## config.mk

```make
export PLATFORM = sky130hd
export DESIGN_NAME = decd_pipe1_top
export DESIGN_NICKNAME = d
export VERILOG_FILES = /design/src/decd_isa_pkg.sv /design/src/decd_ctrl_pkg.sv /design/src/decd_req_ack_ctrl.sv /design/src/decd_inst_table.sv /design/src/decd_imm_gen.sv /design/src/decd_pipe1_top.sv
export SDC_FILE = /design/constraint.sdc
export NUM_CORES = 1
export LEC_CHECK = 0
export BUFFER_PORTS_ARGS = -buffer_cell sky130_fd_sc_hd__buf_2
export CORE_ASPECT_RATIO = 1.2
export CORE_MARGIN = 4
export CORE_UTILIZATION = 50
export CTS_BUF_LIST = sky130_fd_sc_hd__clkbuf_8 sky130_fd_sc_hd__clkbuf_16
export CTS_CLUSTER_SIZE = 14
export DETAILED_ROUTE_END_ITERATION = 12
export GPL_ROUTABILITY_DRIVEN = 0
export PLACE_DENSITY = 0.89
export SYNTH_ARGS = -nofsm -noshare
export SYNTH_HDL_FRONTEND = slang
export SYNTH_SLANG_ARGS = --single-unit
```

## constraint.sdc

```tcl
create_clock -name clk -period 7.5 [get_ports clk]
set_clock_uncertainty 0.05 [all_clocks]
set_input_delay 1.5 -clock clk [delete_from_list [all_inputs] [get_ports clk]]
set_output_delay 1.5 -clock clk [all_outputs]
set_load 0.01 [all_outputs]
```

## src/decd_isa_pkg.sv

```systemverilog
// ----------------------------------------------------------------------
// Instruction encoding for the pipe-1 decoder.
// Holds the word width, immediate field positions and the major
// opcodes that pick the source-1 immediate class.
// Imported by the immediate generator; ports use scoped names.
// ----------------------------------------------------------------------
package decd_isa_pkg;

    localparam int INST_W      = 32;
    localparam int SHIFT_IMM_W = 6;     // shift / pick immediate

    // ------------------------------------------------------------------
    // field positions
    // ------------------------------------------------------------------
    localparam int MAJOR_MSB     = 31;
    localparam int MAJOR_LSB     = 25;  // 7-bit major opcode
    localparam int IMM12_MSB     = 21;
    localparam int IMM16_MSB     = 25;
    localparam int IMM_LSB       = 10;  // imm12 and imm16 share the lsb
    localparam int IMM20_MSB     = 24;
    localparam int IMM20_LSB     = 5;
    localparam int SHIFT_SEL_BIT = 13;  // picks offset form of shift_imm

    // major opcodes in bits 31..25
    typedef enum logic [6:0] {
        IMM12_GRP = 7'b0000001,         // slti .. xori
        LU12I     = 7'b0001010,
        LU32I     = 7'b0001011,
        PCADDI    = 7'b0001100,
        PCALAU12I = 7'b0001101,
        PCADDU12I = 7'b0001110,
        PCADDU18I = 7'b0001111
    } imm_major_e;

    // addu16i.d is only 6 bits wide, bits 31..26
    localparam logic [5:0] ADDU16I_MAJOR = 6'b000100;

endpackage

```

## src/decd_ctrl_pkg.sv

```systemverilog
// ----------------------------------------------------------------------
// Decoded control encodings for the pipe-1 decoder.
// Execution unit, ALU datapath select, one-hot opcode index and the
// function subcode. The decode table imports it, ports use scoped names.
// ----------------------------------------------------------------------
package decd_ctrl_pkg;

    typedef enum logic [1:0] {
        EU_NONE = 2'b00,
        EU_ALU  = 2'b01,
        EU_MULT = 2'b10
    } eu_sel_e;

    // ------------------------------------------------------------------
    // datapath select, codes as the ALU expects them
    // ------------------------------------------------------------------
    typedef enum logic [20:0] {
        NON_ALU        = 21'h000000,
        ADDER_ADD      = 21'h000001,
        ADDER_SUB      = 21'h000004,
        LOGIC_AND      = 21'h000400,
        LOGIC_OR       = 21'h000800,
        MISC_BPICK     = 21'h008001,
        MISC_SLT       = 21'h008002,
        MISC_MASK      = 21'h008004,
        MISC_RESERVERD = 21'h008080    // ALU decodes further from opcode
    } alu_sel_e;

    // bit index into the one-hot opcode vector
    localparam int ALU_OPCODE_NUM = 64;

    typedef enum logic [5:0] {
        OP_ALSL    = 6'd0,
        OP_BYTEPICK,
        OP_ADD,
        OP_SUB,
        OP_SLT,
        OP_SLTU,
        OP_MASKEQZ,
        OP_MASKNEZ,
        OP_NOR,
        OP_AND,
        OP_OR,
        OP_XOR,
        OP_ORN,
        OP_ANDN,
        OP_SLL,
        OP_SRL,
        OP_SRA,
        OP_ROTR,
        OP_SLLI    = 6'd27,             // gap left by dropped bit ops
        OP_SRLI,
        OP_SRAI,
        OP_ROTRI,
        OP_SLTI    = 6'd33,
        OP_SLTUI,
        OP_ADDI,
        OP_LU52I,
        OP_ANDI,
        OP_ORI,
        OP_XORI,
        OP_ADDU16I,
        OP_LU12I,
        OP_LU32I,
        OP_MULT    = 6'd56
    } alu_opcode_e;

    // ------------------------------------------------------------------
    // function subcode
    // ------------------------------------------------------------------
    typedef enum logic [4:0] {
        SEL_W  = 5'd0,
        SEL_WU = 5'd1,
        SEL_D  = 5'd2
    } subcode_e;

    // multiplier reuses the same field, numbered 1 to 8
    localparam subcode_e MUL_W     = subcode_e'(5'd1);
    localparam subcode_e MULH_W    = subcode_e'(5'd2);
    localparam subcode_e MULH_WU   = subcode_e'(5'd3);
    localparam subcode_e MUL_D     = subcode_e'(5'd4);
    localparam subcode_e MULH_D    = subcode_e'(5'd5);
    localparam subcode_e MULH_DU   = subcode_e'(5'd6);
    localparam subcode_e MULW_D_W  = subcode_e'(5'd7);
    localparam subcode_e MULW_D_WU = subcode_e'(5'd8);

endpackage

```

## src/decd_req_ack_ctrl.sv

```systemverilog
// ----------------------------------------------------------------------
// Four-phase req/ack front end of the decoder.
// Captures the instruction word on a sampled req and holds it, with ack
// high, until the requester drops req.
// ----------------------------------------------------------------------
`timescale 1ns/1ps

module decd_req_ack_ctrl (
    input  logic                            clk,
    input  logic                            arst_n,
    input  logic                            req,
    input  logic [decd_isa_pkg::INST_W-1:0] inst,
    output logic                            ack,
    output logic [decd_isa_pkg::INST_W-1:0] inst_q
);

    typedef enum logic {
        IDLE,
        HOLD
    } state_e;

    state_e state;
    state_e state_nxt;

    always_comb begin
        state_nxt = state;
        case (state)
            IDLE: begin
                if (req) begin
                    state_nxt = HOLD;       // word captured this edge
                end
            end
            HOLD: begin
                if (!req) begin
                    state_nxt = IDLE;       // requester released
                end
            end
            default: state_nxt = IDLE;
        endcase
    end

    always_ff @(posedge clk or negedge arst_n) begin
        if (!arst_n) begin
            state  <= IDLE;
            inst_q <= '0;                   // shows invalid decode
        end else begin
            state <= state_nxt;
            if (state == IDLE && req) begin
                inst_q <= inst;             // frozen while in HOLD
            end
        end
    end

    assign ack = (state == HOLD);

endmodule

```

## src/decd_inst_table.sv

```systemverilog
// ----------------------------------------------------------------------
// 32-bit decode table for pipe 1.
// Purely combinational from the captured word. Each kept encoding gives
// the unit, subcode, datapath select and one opcode bit; all else is
// the invalid decode.
// ----------------------------------------------------------------------
`timescale 1ns/1ps

module decd_inst_table (
    input  logic [decd_isa_pkg::INST_W-1:0]          inst_q,
    output decd_ctrl_pkg::eu_sel_e                   eu_sel,
    output decd_ctrl_pkg::subcode_e                  func,
    output decd_ctrl_pkg::alu_sel_e                  sel,
    output logic [decd_ctrl_pkg::ALU_OPCODE_NUM-1:0] inst_sel
);

    import decd_ctrl_pkg::*;

    localparam int EU_BITS   = $bits(eu_sel_e);
    localparam int FN_BITS   = $bits(subcode_e);
    localparam int ASEL_BITS = $bits(alu_sel_e);
    localparam int OP_BITS   = $bits(alu_opcode_e);
    localparam int DEC_W     = EU_BITS + FN_BITS + ASEL_BITS + OP_BITS;

    logic [DEC_W-1:0] dec;                  // packed table row

    function automatic logic [DEC_W-1:0] entry(eu_sel_e eu, subcode_e fn,
                                               alu_sel_e s, alu_opcode_e op);
        return {eu, fn, s, op};
    endfunction

    always_comb begin
        casez (inst_q[31:10])
            // ----------------------------------------------------------
            // register-register
            // ----------------------------------------------------------
            22'b000000000000010??_?????: dec = entry(EU_ALU, SEL_W,  ADDER_ADD, OP_ALSL);
            22'b000000000000011??_?????: dec = entry(EU_ALU, SEL_WU, ADDER_ADD, OP_ALSL);
            22'b000000000010110??_?????: dec = entry(EU_ALU, SEL_D,  ADDER_ADD, OP_ALSL);
            22'b000000000000100??_?????: dec = entry(EU_ALU, SEL_W,  MISC_BPICK, OP_BYTEPICK);
            22'b00000000000011???_?????: dec = entry(EU_ALU, SEL_D,  MISC_BPICK, OP_BYTEPICK);
            22'b00000000000100000_?????: dec = entry(EU_ALU, SEL_W,  ADDER_ADD, OP_ADD);
            22'b00000000000100001_?????: dec = entry(EU_ALU, SEL_D,  ADDER_ADD, OP_ADD);
            22'b00000000000100010_?????: dec = entry(EU_ALU, SEL_W,  ADDER_SUB, OP_SUB);
            22'b00000000000100011_?????: dec = entry(EU_ALU, SEL_D,  ADDER_SUB, OP_SUB);
            22'b00000000000100100_?????: dec = entry(EU_ALU, SEL_D,  MISC_SLT, OP_SLT);
            22'b00000000000100101_?????: dec = entry(EU_ALU, SEL_D,  MISC_SLT, OP_SLTU);
            22'b00000000000100110_?????: dec = entry(EU_ALU, SEL_D,  MISC_MASK, OP_MASKEQZ);
            22'b00000000000100111_?????: dec = entry(EU_ALU, SEL_D,  MISC_MASK, OP_MASKNEZ);
            22'b00000000000101000_?????: dec = entry(EU_ALU, SEL_D,  LOGIC_OR, OP_NOR);
            22'b00000000000101001_?????: dec = entry(EU_ALU, SEL_D,  LOGIC_AND, OP_AND);
            22'b00000000000101010_?????: dec = entry(EU_ALU, SEL_D,  MISC_RESERVERD, OP_OR);
            22'b00000000000101011_?????: dec = entry(EU_ALU, SEL_D,  MISC_RESERVERD, OP_XOR);
            22'b00000000000101100_?????: dec = entry(EU_ALU, SEL_D,  MISC_RESERVERD, OP_ORN);
            22'b00000000000101101_?????: dec = entry(EU_ALU, SEL_D,  MISC_RESERVERD, OP_ANDN);
            22'b00000000000101110_?????: dec = entry(EU_ALU, SEL_W,  MISC_RESERVERD, OP_SLL);
            22'b00000000000101111_?????: dec = entry(EU_ALU, SEL_W,  MISC_RESERVERD, OP_SRL);
            22'b00000000000110000_?????: dec = entry(EU_ALU, SEL_W,  MISC_RESERVERD, OP_SRA);
            22'b00000000000110001_?????: dec = entry(EU_ALU, SEL_D,  MISC_RESERVERD, OP_SLL);
            22'b00000000000110010_?????: dec = entry(EU_ALU, SEL_D,  MISC_RESERVERD, OP_SRL);
            22'b00000000000110011_?????: dec = entry(EU_ALU, SEL_D,  MISC_RESERVERD, OP_SRA);
            22'b00000000000110110_?????: dec = entry(EU_ALU, SEL_W,  MISC_RESERVERD, OP_ROTR);
            22'b00000000000110111_?????: dec = entry(EU_ALU, SEL_D,  MISC_RESERVERD, OP_ROTR);

            // shift and rotate by immediate, .d takes a 6-bit amount
            22'b00000000010000001_?????: dec = entry(EU_ALU, SEL_W,  MISC_RESERVERD, OP_SLLI);
            22'b0000000001000001?_?????: dec = entry(EU_ALU, SEL_D,  MISC_RESERVERD, OP_SLLI);
            22'b00000000010001001_?????: dec = entry(EU_ALU, SEL_W,  MISC_RESERVERD, OP_SRLI);
            22'b0000000001000101?_?????: dec = entry(EU_ALU, SEL_D,  MISC_RESERVERD, OP_SRLI);
            22'b00000000010010001_?????: dec = entry(EU_ALU, SEL_W,  MISC_RESERVERD, OP_SRAI);
            22'b0000000001001001?_?????: dec = entry(EU_ALU, SEL_D,  MISC_RESERVERD, OP_SRAI);
            22'b00000000010011001_?????: dec = entry(EU_ALU, SEL_W,  MISC_RESERVERD, OP_ROTRI);
            22'b0000000001001101?_?????: dec = entry(EU_ALU, SEL_D,  MISC_RESERVERD, OP_ROTRI);

            // ----------------------------------------------------------
            // 12-bit immediate group and upper-immediate forms
            // ----------------------------------------------------------
            22'b0000001000_???????_?????: dec = entry(EU_ALU, SEL_D, MISC_RESERVERD, OP_SLTI);
            22'b0000001001_???????_?????: dec = entry(EU_ALU, SEL_D, MISC_RESERVERD, OP_SLTUI);
            22'b0000001010_???????_?????: dec = entry(EU_ALU, SEL_W, MISC_RESERVERD, OP_ADDI);
            22'b0000001011_???????_?????: dec = entry(EU_ALU, SEL_D, MISC_RESERVERD, OP_ADDI);
            22'b0000001100_???????_?????: dec = entry(EU_ALU, SEL_D, MISC_RESERVERD, OP_LU52I);
            22'b0000001101_???????_?????: dec = entry(EU_ALU, SEL_D, MISC_RESERVERD, OP_ANDI);
            22'b0000001110_???????_?????: dec = entry(EU_ALU, SEL_D, MISC_RESERVERD, OP_ORI);
            22'b0000001111_???????_?????: dec = entry(EU_ALU, SEL_D, MISC_RESERVERD, OP_XORI);
            22'b000100_????_???????_?????: dec = entry(EU_ALU, SEL_D, MISC_RESERVERD, OP_ADDU16I);
            22'b0001010_???_???????_?????: dec = entry(EU_ALU, SEL_W, MISC_RESERVERD, OP_LU12I);
            22'b0001011_???_???????_?????: dec = entry(EU_ALU, SEL_D, MISC_RESERVERD, OP_LU32I);

            // ----------------------------------------------------------
            // multiplier
            // ----------------------------------------------------------
            22'b00000000000111000_?????: dec = entry(EU_MULT, MUL_W, MISC_RESERVERD, OP_MULT);
            22'b00000000000111001_?????: dec = entry(EU_MULT, MULH_W, MISC_RESERVERD, OP_MULT);
            22'b00000000000111010_?????: dec = entry(EU_MULT, MULH_WU, MISC_RESERVERD, OP_MULT);
            22'b00000000000111011_?????: dec = entry(EU_MULT, MUL_D, MISC_RESERVERD, OP_MULT);
            22'b00000000000111100_?????: dec = entry(EU_MULT, MULH_D, MISC_RESERVERD, OP_MULT);
            22'b00000000000111101_?????: dec = entry(EU_MULT, MULH_DU, MISC_RESERVERD, OP_MULT);
            22'b00000000000111110_?????: dec = entry(EU_MULT, MULW_D_W, MISC_RESERVERD, OP_MULT);
            22'b00000000000111111_?????: dec = entry(EU_MULT, MULW_D_WU, MISC_RESERVERD, OP_MULT);

            default: dec = '0;              // EU_NONE, SEL_W, NON_ALU
        endcase

        eu_sel = eu_sel_e'(dec[DEC_W-1 -: EU_BITS]);
        func   = subcode_e'(dec[OP_BITS+ASEL_BITS +: FN_BITS]);
        sel    = alu_sel_e'(dec[OP_BITS +: ASEL_BITS]);

        inst_sel = '0;
        if (eu_sel != EU_NONE) begin
            inst_sel[dec[OP_BITS-1:0]] = 1'b1;  // empty vector when invalid
        end
    end

endmodule

```

## src/decd_imm_gen.sv

```systemverilog
// ----------------------------------------------------------------------
// Immediate generator for pipe 1.
// Classifies the major opcode as imm12, imm16 or imm20 and zero-extends
// that field into src1_imm. Also forms the 6-bit shift / pick immediate.
// ----------------------------------------------------------------------
`timescale 1ns/1ps

module decd_imm_gen #(
    parameter int IMM_W = 64            // 20 or wider
) (
    input  logic [decd_isa_pkg::INST_W-1:0]      inst_q,
    output logic [IMM_W-1:0]                     src1_imm,
    output logic [decd_isa_pkg::SHIFT_IMM_W-1:0] shift_imm
);

    import decd_isa_pkg::*;

    imm_major_e             major;
    logic                   is_imm12;
    logic                   is_imm16;
    logic                   is_imm20;
    logic [SHIFT_IMM_W-1:0] ext_offset;

    assign major = imm_major_e'(inst_q[MAJOR_MSB:MAJOR_LSB]);

    // ------------------------------------------------------------------
    // immediate class
    // ------------------------------------------------------------------
    assign is_imm12 = (major == IMM12_GRP);
    assign is_imm16 = (inst_q[MAJOR_MSB:MAJOR_LSB+1] == ADDU16I_MAJOR);
    assign is_imm20 = major inside {LU12I, LU32I, PCADDI, PCALAU12I,
                                    PCADDU12I, PCADDU18I};

    always_comb begin
        if (is_imm12) begin
            src1_imm = IMM_W'(inst_q[IMM12_MSB:IMM_LSB]);
        end else if (is_imm16) begin
            src1_imm = IMM_W'(inst_q[IMM16_MSB:IMM_LSB]);
        end else if (is_imm20) begin
            src1_imm = IMM_W'(inst_q[IMM20_MSB:IMM20_LSB]);
        end else begin
            src1_imm = '0;              // no immediate for this word
        end
    end

    // ------------------------------------------------------------------
    // shift / pick immediate
    // ------------------------------------------------------------------
    assign ext_offset = inst_q[31:26] - inst_q[25:20];   // wraps mod 64

    assign shift_imm = inst_q[SHIFT_SEL_BIT] ? ext_offset
                                             : SHIFT_IMM_W'(inst_q[26:25]);

endmodule

```

## src/decd_pipe1_top.sv

```systemverilog
// ----------------------------------------------------------------------
// Pipe-1 instruction decoder, top level.
// A requester hands over one 32-bit word per four-phase req/ack cycle.
// Decoded unit, subcode, select, one-hot opcode and immediates stay
// valid while ack is high. IMM_W sets the source-1 immediate width.
// ----------------------------------------------------------------------
`timescale 1ns/1ps

module decd_pipe1_top #(
    parameter int IMM_W = 64
) (
    input  logic                                     clk,
    input  logic                                     arst_n,
    input  logic                                     req,
    input  logic [decd_isa_pkg::INST_W-1:0]          inst,
    output logic                                     ack,
    output decd_ctrl_pkg::eu_sel_e                   eu_sel,
    output decd_ctrl_pkg::subcode_e                  func,
    output decd_ctrl_pkg::alu_sel_e                  sel,
    output logic [decd_ctrl_pkg::ALU_OPCODE_NUM-1:0] inst_sel,
    output logic [IMM_W-1:0]                         src1_imm,
    output logic [decd_isa_pkg::SHIFT_IMM_W-1:0]     shift_imm
);

    logic [decd_isa_pkg::INST_W-1:0] inst_q;    // captured word

    decd_req_ack_ctrl decd_req_ack_ctrl_i (
        .clk    (clk),
        .arst_n (arst_n),
        .req    (req),
        .inst   (inst),
        .ack    (ack),
        .inst_q (inst_q)
    );

    decd_inst_table decd_inst_table_i (
        .inst_q   (inst_q),
        .eu_sel   (eu_sel),
        .func     (func),
        .sel      (sel),
        .inst_sel (inst_sel)
    );

    decd_imm_gen #(
        .IMM_W (IMM_W)
    ) decd_imm_gen_i (
        .inst_q    (inst_q),
        .src1_imm  (src1_imm),
        .shift_imm (shift_imm)
    );

endmodule

```

Yosys cells after proc, flatten, opt, wreduce, memory -nomap -nowiden
Index checks and enable logic that the tools add are counted.
- word-level logic and storage cells: 78
- register bits after elaboration: 33
- output and inout bits: 163
- input port bits: 35
- $add $sub $neg: 1
- reductions and logical operators: 4
- bitwise operators: 1
- eq/ne operators: 59
- magnitude comparators: 2
- mux-type cells: 9
- operator list (operator ; count):
    $pmux W34 S54 ; 1
    $eq A17 B6 Y1 const B ; 30
    $mux W64 ; 3
    $eq A10 B4 Y1 const B ; 8
    $eq A17 B8 Y1 const B ; 4
    $eq A16 B7 Y1 const B ; 4
    $eq A7 B4 Y1 const B ; 6
    $eq A15 B2 Y1 const B ; 2
    $mux W20 ; 1
    $eq A15 B3 Y1 const B ; 1
    $eq A15 B5 Y1 const B ; 1
    $eq A14 B2 Y1 const B ; 1
    $eq A7 B1 Y1 const B ; 1
    $lt A6 B7 Y1 const B ; 1
    $demux W1 S6 ; 1
    $eq A6 B3 Y1 const B ; 1
    $ge A6 B1 Y1 const B ; 1
    $mux W6 ; 1
    $reduce_bool A6 Y1 ; 1
    $sub A6 B6 Y6 ; 1
    $logic_and A1 B1 Y1 ; 2
    $mux W1 ; 2
    $reduce_bool A2 Y1 ; 1
    $not A1 Y1 ; 1

Logic depth before layout (Yosys ltp)
- word-level depth: 7
- gate-level depth with buffers: 10
- gate-level depth less buffers: 8

Cells and area by module
A second synthesis with hierarchy kept.
- cell total of the unflattened synthesis: 456
- area, all modules: 3898.7 um2
- modules (own cells, without submodules) (module ; instances ; area an instance (um2) ; sequential area each (um2) ; cells each):
    decd_inst_table ; 1 ; 1505.2 ; 0.0 ; 242
    decd_req_ack_ctrl ; 1 ; 1383.8 ; 825.8 ; 70
    decd_imm_gen ; 1 ; 1009.7 ; 0.0 ; 144

Least setup slack after synthesis
Ideal clock, no wire load.
- kind: reg2out
- start: reg decd_req_ack_ctrl_i.inst_q[21] (netlist bit)
- end: out inst_sel[37] (netlist bit)
- stages on the path, launching flop included: 11
- arrival time: 2576 ps
- data required time: 5950 ps
- path slack: 3374 ps
- buffers on the path: 4
- path through: dfrtp_1 buf_6 or4b_1 buf_2 or4b_1 buf_2 nor4_4 a211oi_2 nand2_2 buf_6 nor3b_2
- cells in the longest elaborated chain, start to end: 7
- elaborated cells on any way between the ends: 51
- those cells by class: order compare: 2; eq/ne: 43; mux: 4; reduce/logical: 2
- ends and longest elaborated chain (element ; RTL line ; RTL):
    start, declared ; decd_req_ack_ctrl.sv:14 ; output logic [decd_isa_pkg::INST_W-1:0] inst_q
    start signal, assigned ; decd_req_ack_ctrl.sv:49 ; inst_q <= inst;
    $eq A17 B6 Y1, or another cell as far along ; decd_inst_table.sv:33 ; casez (inst_q[31:10])
    $pmux W34 S54 (*) ; decd_inst_table.sv:33 ;
    $lt A6 B7 Y1 (implied by the code) / $ge A6 B1 Y1 (equally long branches) ; decd_inst_table.sv:111 ; inst_sel[dec[OP_BITS-1:0]] = 1'b1;
    $logic_and A1 B1 Y1 (implied by the code) ; decd_inst_table.sv:111 ;
    $mux W1 (implied by the code) ; decd_inst_table.sv:111 ;
    $demux W1 S6 ; n/a ;
    $mux W64 (*) ; decd_inst_table.sv:110 ; if (eu_sel != EU_NONE) begin
    end, declared ; decd_pipe1_top.sv:20 ; output logic [decd_ctrl_pkg::ALU_OPCODE_NUM-1:0] inst_sel,
Mark *: on every way between the ends. The rest lies on a longest branch, timed or not.

Worst setup path in the final report
- start: reg decd_req_ack_ctrl_i.inst_q[17] (netlist bit)
- end: out inst_sel[2] (netlist bit)
- cells in the longest elaborated chain, start to end: 7
- elaborated cells on any way between the ends: 50
- those cells by class: order compare: 2; eq/ne: 42; mux: 4; reduce/logical: 2
- ends and longest elaborated chain (element ; RTL line):
    $eq A17 B6 Y1, or another cell as far along ; decd_inst_table.sv:33
    $pmux W34 S54 (*) ; decd_inst_table.sv:33
    $lt A6 B7 Y1 (implied by the code) / $ge A6 B1 Y1 (equally long branches) ; decd_inst_table.sv:111
    $logic_and A1 B1 Y1 (implied by the code) ; decd_inst_table.sv:111
    $mux W1 (implied by the code) ; decd_inst_table.sv:111
    $demux W1 S6 ; n/a
    $mux W64 (*) ; decd_inst_table.sv:110
Marks and branches as above.

==> out/metrics.cfg <==
[worst_setup_path]
path_max_fanout = 23
rrSetupSlack_ns = 5.76
rr_startpoint = decd_req_ack_ctrl_i.inst_q[17]
crit_chain = inv_1, o21ai_0, o32ai_1, nor4_1, nand2_2, nor3_1, buf_2
startpoint_type = flip-flop
cp-end-kind = primary output
r2r_cells = 2
cpLargestDelayFamily = simple AND/OR/NAND/NOR gates
worst_path_max_delay_cell = dfrtp_1
r2r_end = decd_req_ack_ctrl_i.inst_q[17]
cp.required_ns = 5.95
path_class = reg -> out
critical_path_buf_inv_count = 2
crit_path_max_incr_delay_ns = 0.87
crit_arrival_ns = 3.55

[place]
port_buffers = 102
post-place-cells = 620
pre_cts_slack_ns = 2.92
dp_hpwl_mm = 8.19

[grt]
grt_pass1_wl_mm = 16.7
antenna_found_initial = 0
grt_start_max_net_pins = 37
grt-ovfl-total = 0
grt_pass1_vias = 3343
grt_use_total_pct = 23.6

[pwr]
p_per_area_nw_per_um2 = 152
p_comb_share_pct = 38.4
p_int_mw = 0.327
leakagePower_nw = 1.84
p_sw_share_pct = 43.1
vdd_drop_max_mv = 0.145
clkPwrFrac_pct = 21.0
p_total_mw = 0.574
power_frac_seq_pct = 40.5
power.switching_mw = 0.247

[final_layout]
finish.utilization_pct = 54.7
num_antenna_cells = 0
final_cells = 624
fin_nets = 579
area_growth_pct = 5.35
drive_gt1_share_pct = 27.7
final_common_cell = buf_2
final_cell_mix = buf_2 (102), conb_1 (90), nor3_1 (31), nand2_1 (30)

[timing]
rsz0062_at_grt = false
fmax_mhz = 196
setup_tns_ns = 0
final_hold_viol_count = 0
tightest_slew_ns = 0.867
period_share_pct = 68.0
fin_crit_ns = 5.10
slew-limit-headroom_pct = 41.7
slew_violations = 0
setup_viol = 0
finalWorstSetupSlack_ns = 2.40

[routing]
ant_nets = 0
drt-wirelength-per-cell_um = 17.3
drc_errors = 0
first_pass_iters = 6
detail_route.iter0.violations = 602
viasPerCell = 5.97
drt-total-wl_mm = 10.8
via_count = 3727

[clock_network]
cts_root_buffer = clkbuf_8
cts-buffers-inserted = 3
htreeDepth = 1
post_cts_resized = 0
cts_num_sinks = 28
clk_latency_ns = 0.28
clk_pin_slew_ns = 0.10
clockBufferDepth = 2
cts_tree = built
cts.hold.buffers_added = 0
post-cts-setup-buffers = 0

[die]
die_h_um = 101
core_um2 = 6900
rows = 33
die_w_um = 85.2
initial_utilization_pct = 51.9
io_pins = 198
fp.dieArea_um2 = 8580

[logic_synthesis]
synth_cells = 468
synth_area_leaders = dfrtp_1 (20%), buf_4 (19%), mux2_2 (5.7%)
synth_top_area_share_pct = 19.6
ys_async_sr_fraction_pct = 100
ys_seq_area_share_pct = 19.6
synthesis.area_um2 = 3580
post-synth-top-area-cell = dfrtp_1
ys_types = 63
ys_ff_latch = 28
yosys_warnings = 0
synth_edf_count = 0
synth_top_flop_cell = dfrtp_1
syn_area_per_cell_um2 = 7.64

[min_path]
hp-class = reg -> reg
min_path_cells = 1
holdPathEnd = decd_req_ack_ctrl_i.inst_q[7]
hp-start = decd_req_ack_ctrl_i.inst_q[7]

[run]
maxCapViolCount = 0

[status]
status = finished clean

power by group through the flow:
stage,registers [mW],clock network [mW],logic (mW)
4_1_cts,0.229,0.122,0.217
2_1_floorplan,0.188,0,0.230
3_3_place_gp,0.230,0,0.207
3_5_place_dp,0.232,0,0.214
5_1_grt,0.237,0.128,0.243
6_report,0.233,0.121,0.221
metal layers:
metal | track usage, % | routed length [um] | vias up | share of wire, %
li1 | - | - | 1636 | -
met1 | 29.5 | 3720 | 1672 | 34
met2 | 39.1 | 5100 | 355 | 47
met3 | 4.91 | 1560 | 64 | 14
met4 | 10.2 | 422 | 0 | 3.9
met5 | 0 | 0 | - | 0
Yosys cell counts (all sizes together) (3+ instances only):
cell and count:
nor2 24, mux2 18, dfrtp 28, nand2 31, clkbuf 25, nor3 35
o32ai 3, or4b 6, and2 4, buf 102, nand2b 5, nor4 19
and3b 3, nor2b 5, nand4 8, o21ai 28, a22o 13, or3 9
or2 4, nor3b 5, ha 5, or4 6, inv 13, nand3 15
a21oi 17, xnor2 3, and3 3
worst max path at each step:
| stage | start | endpoint | slack [ns] | depth (start not counted) |
|---|---|---|---|---|
| global placement | decd_req_ack_ctrl_i.inst_q[18] | inst_sel[7] | 2.94 | 7 |
| CTS | decd_req_ack_ctrl_i.inst_q[17] | inst_sel[12] | 2.59 | 7 |
| finish | decd_req_ack_ctrl_i.inst_q[17] | inst_sel[2] | 2.40 | 7 |
| global route | decd_req_ack_ctrl_i.inst_q[17] | inst_sel[2] | 2.28 | 7 |
| detailed placement | decd_req_ack_ctrl_i.inst_q[18] | inst_sel[7] | 2.92 | 7 |
| floorplan | decd_req_ack_ctrl_i.inst_q[21] | inst_sel[37] | 3.37 | 10 |
cells by family (layout without fill, tap and decap cells):
kind of cell,Yosys count,count (layout),share of synthesized area (%)
adder cells (fa/ha/maj),6,6,2.31
buffers and inverters,140,120,24.9
flip-flops,28,28,19.6
other,1,90,0.105
multiplexers,20,20,6.23
XOR/XNOR,3,3,0.735
AND/OR/NAND/NOR,188,188,30.9
AO/OA/AOI/OAI,82,82,15.2
worst reg2reg max path, cell delays in order, from the launching register on:
cell	delay (ns)
dfrtp_1	0.87
inv_1	0.48
o21ai_0	0.26
through the flow:
| stage | hold WS [ns] | cell area (um2) |
|---|---|---|
| after CTS | 0.482 | 3770 |
| after detailed placement | 0.459 | 3700 |
| final | 0.475 | 3770 |
| after floorplan | 0.431 | 3910 |
| after global placement | 0.440 | 3700 |
| after global routing | 0.494 | 3770 |
final cells by class:
type	instances	area (um2)
Multi-Input combinational cell	389	2320
Clock buffer	3	41.3
Clock inverter	1	30.0
Fill cell	630	3130
Tap cell	87	109
Sequential cell	28	701
Inverter	13	48.8
Timing Repair Buffer	103	518
sequential cells by signal, summed over array words and instances (netlist names):
signal / cells
decd_req_ack_ctrl_i.ack: 1
decd_req_ack_ctrl_i.inst_q: 27
(Power assumes the default switching activity.)
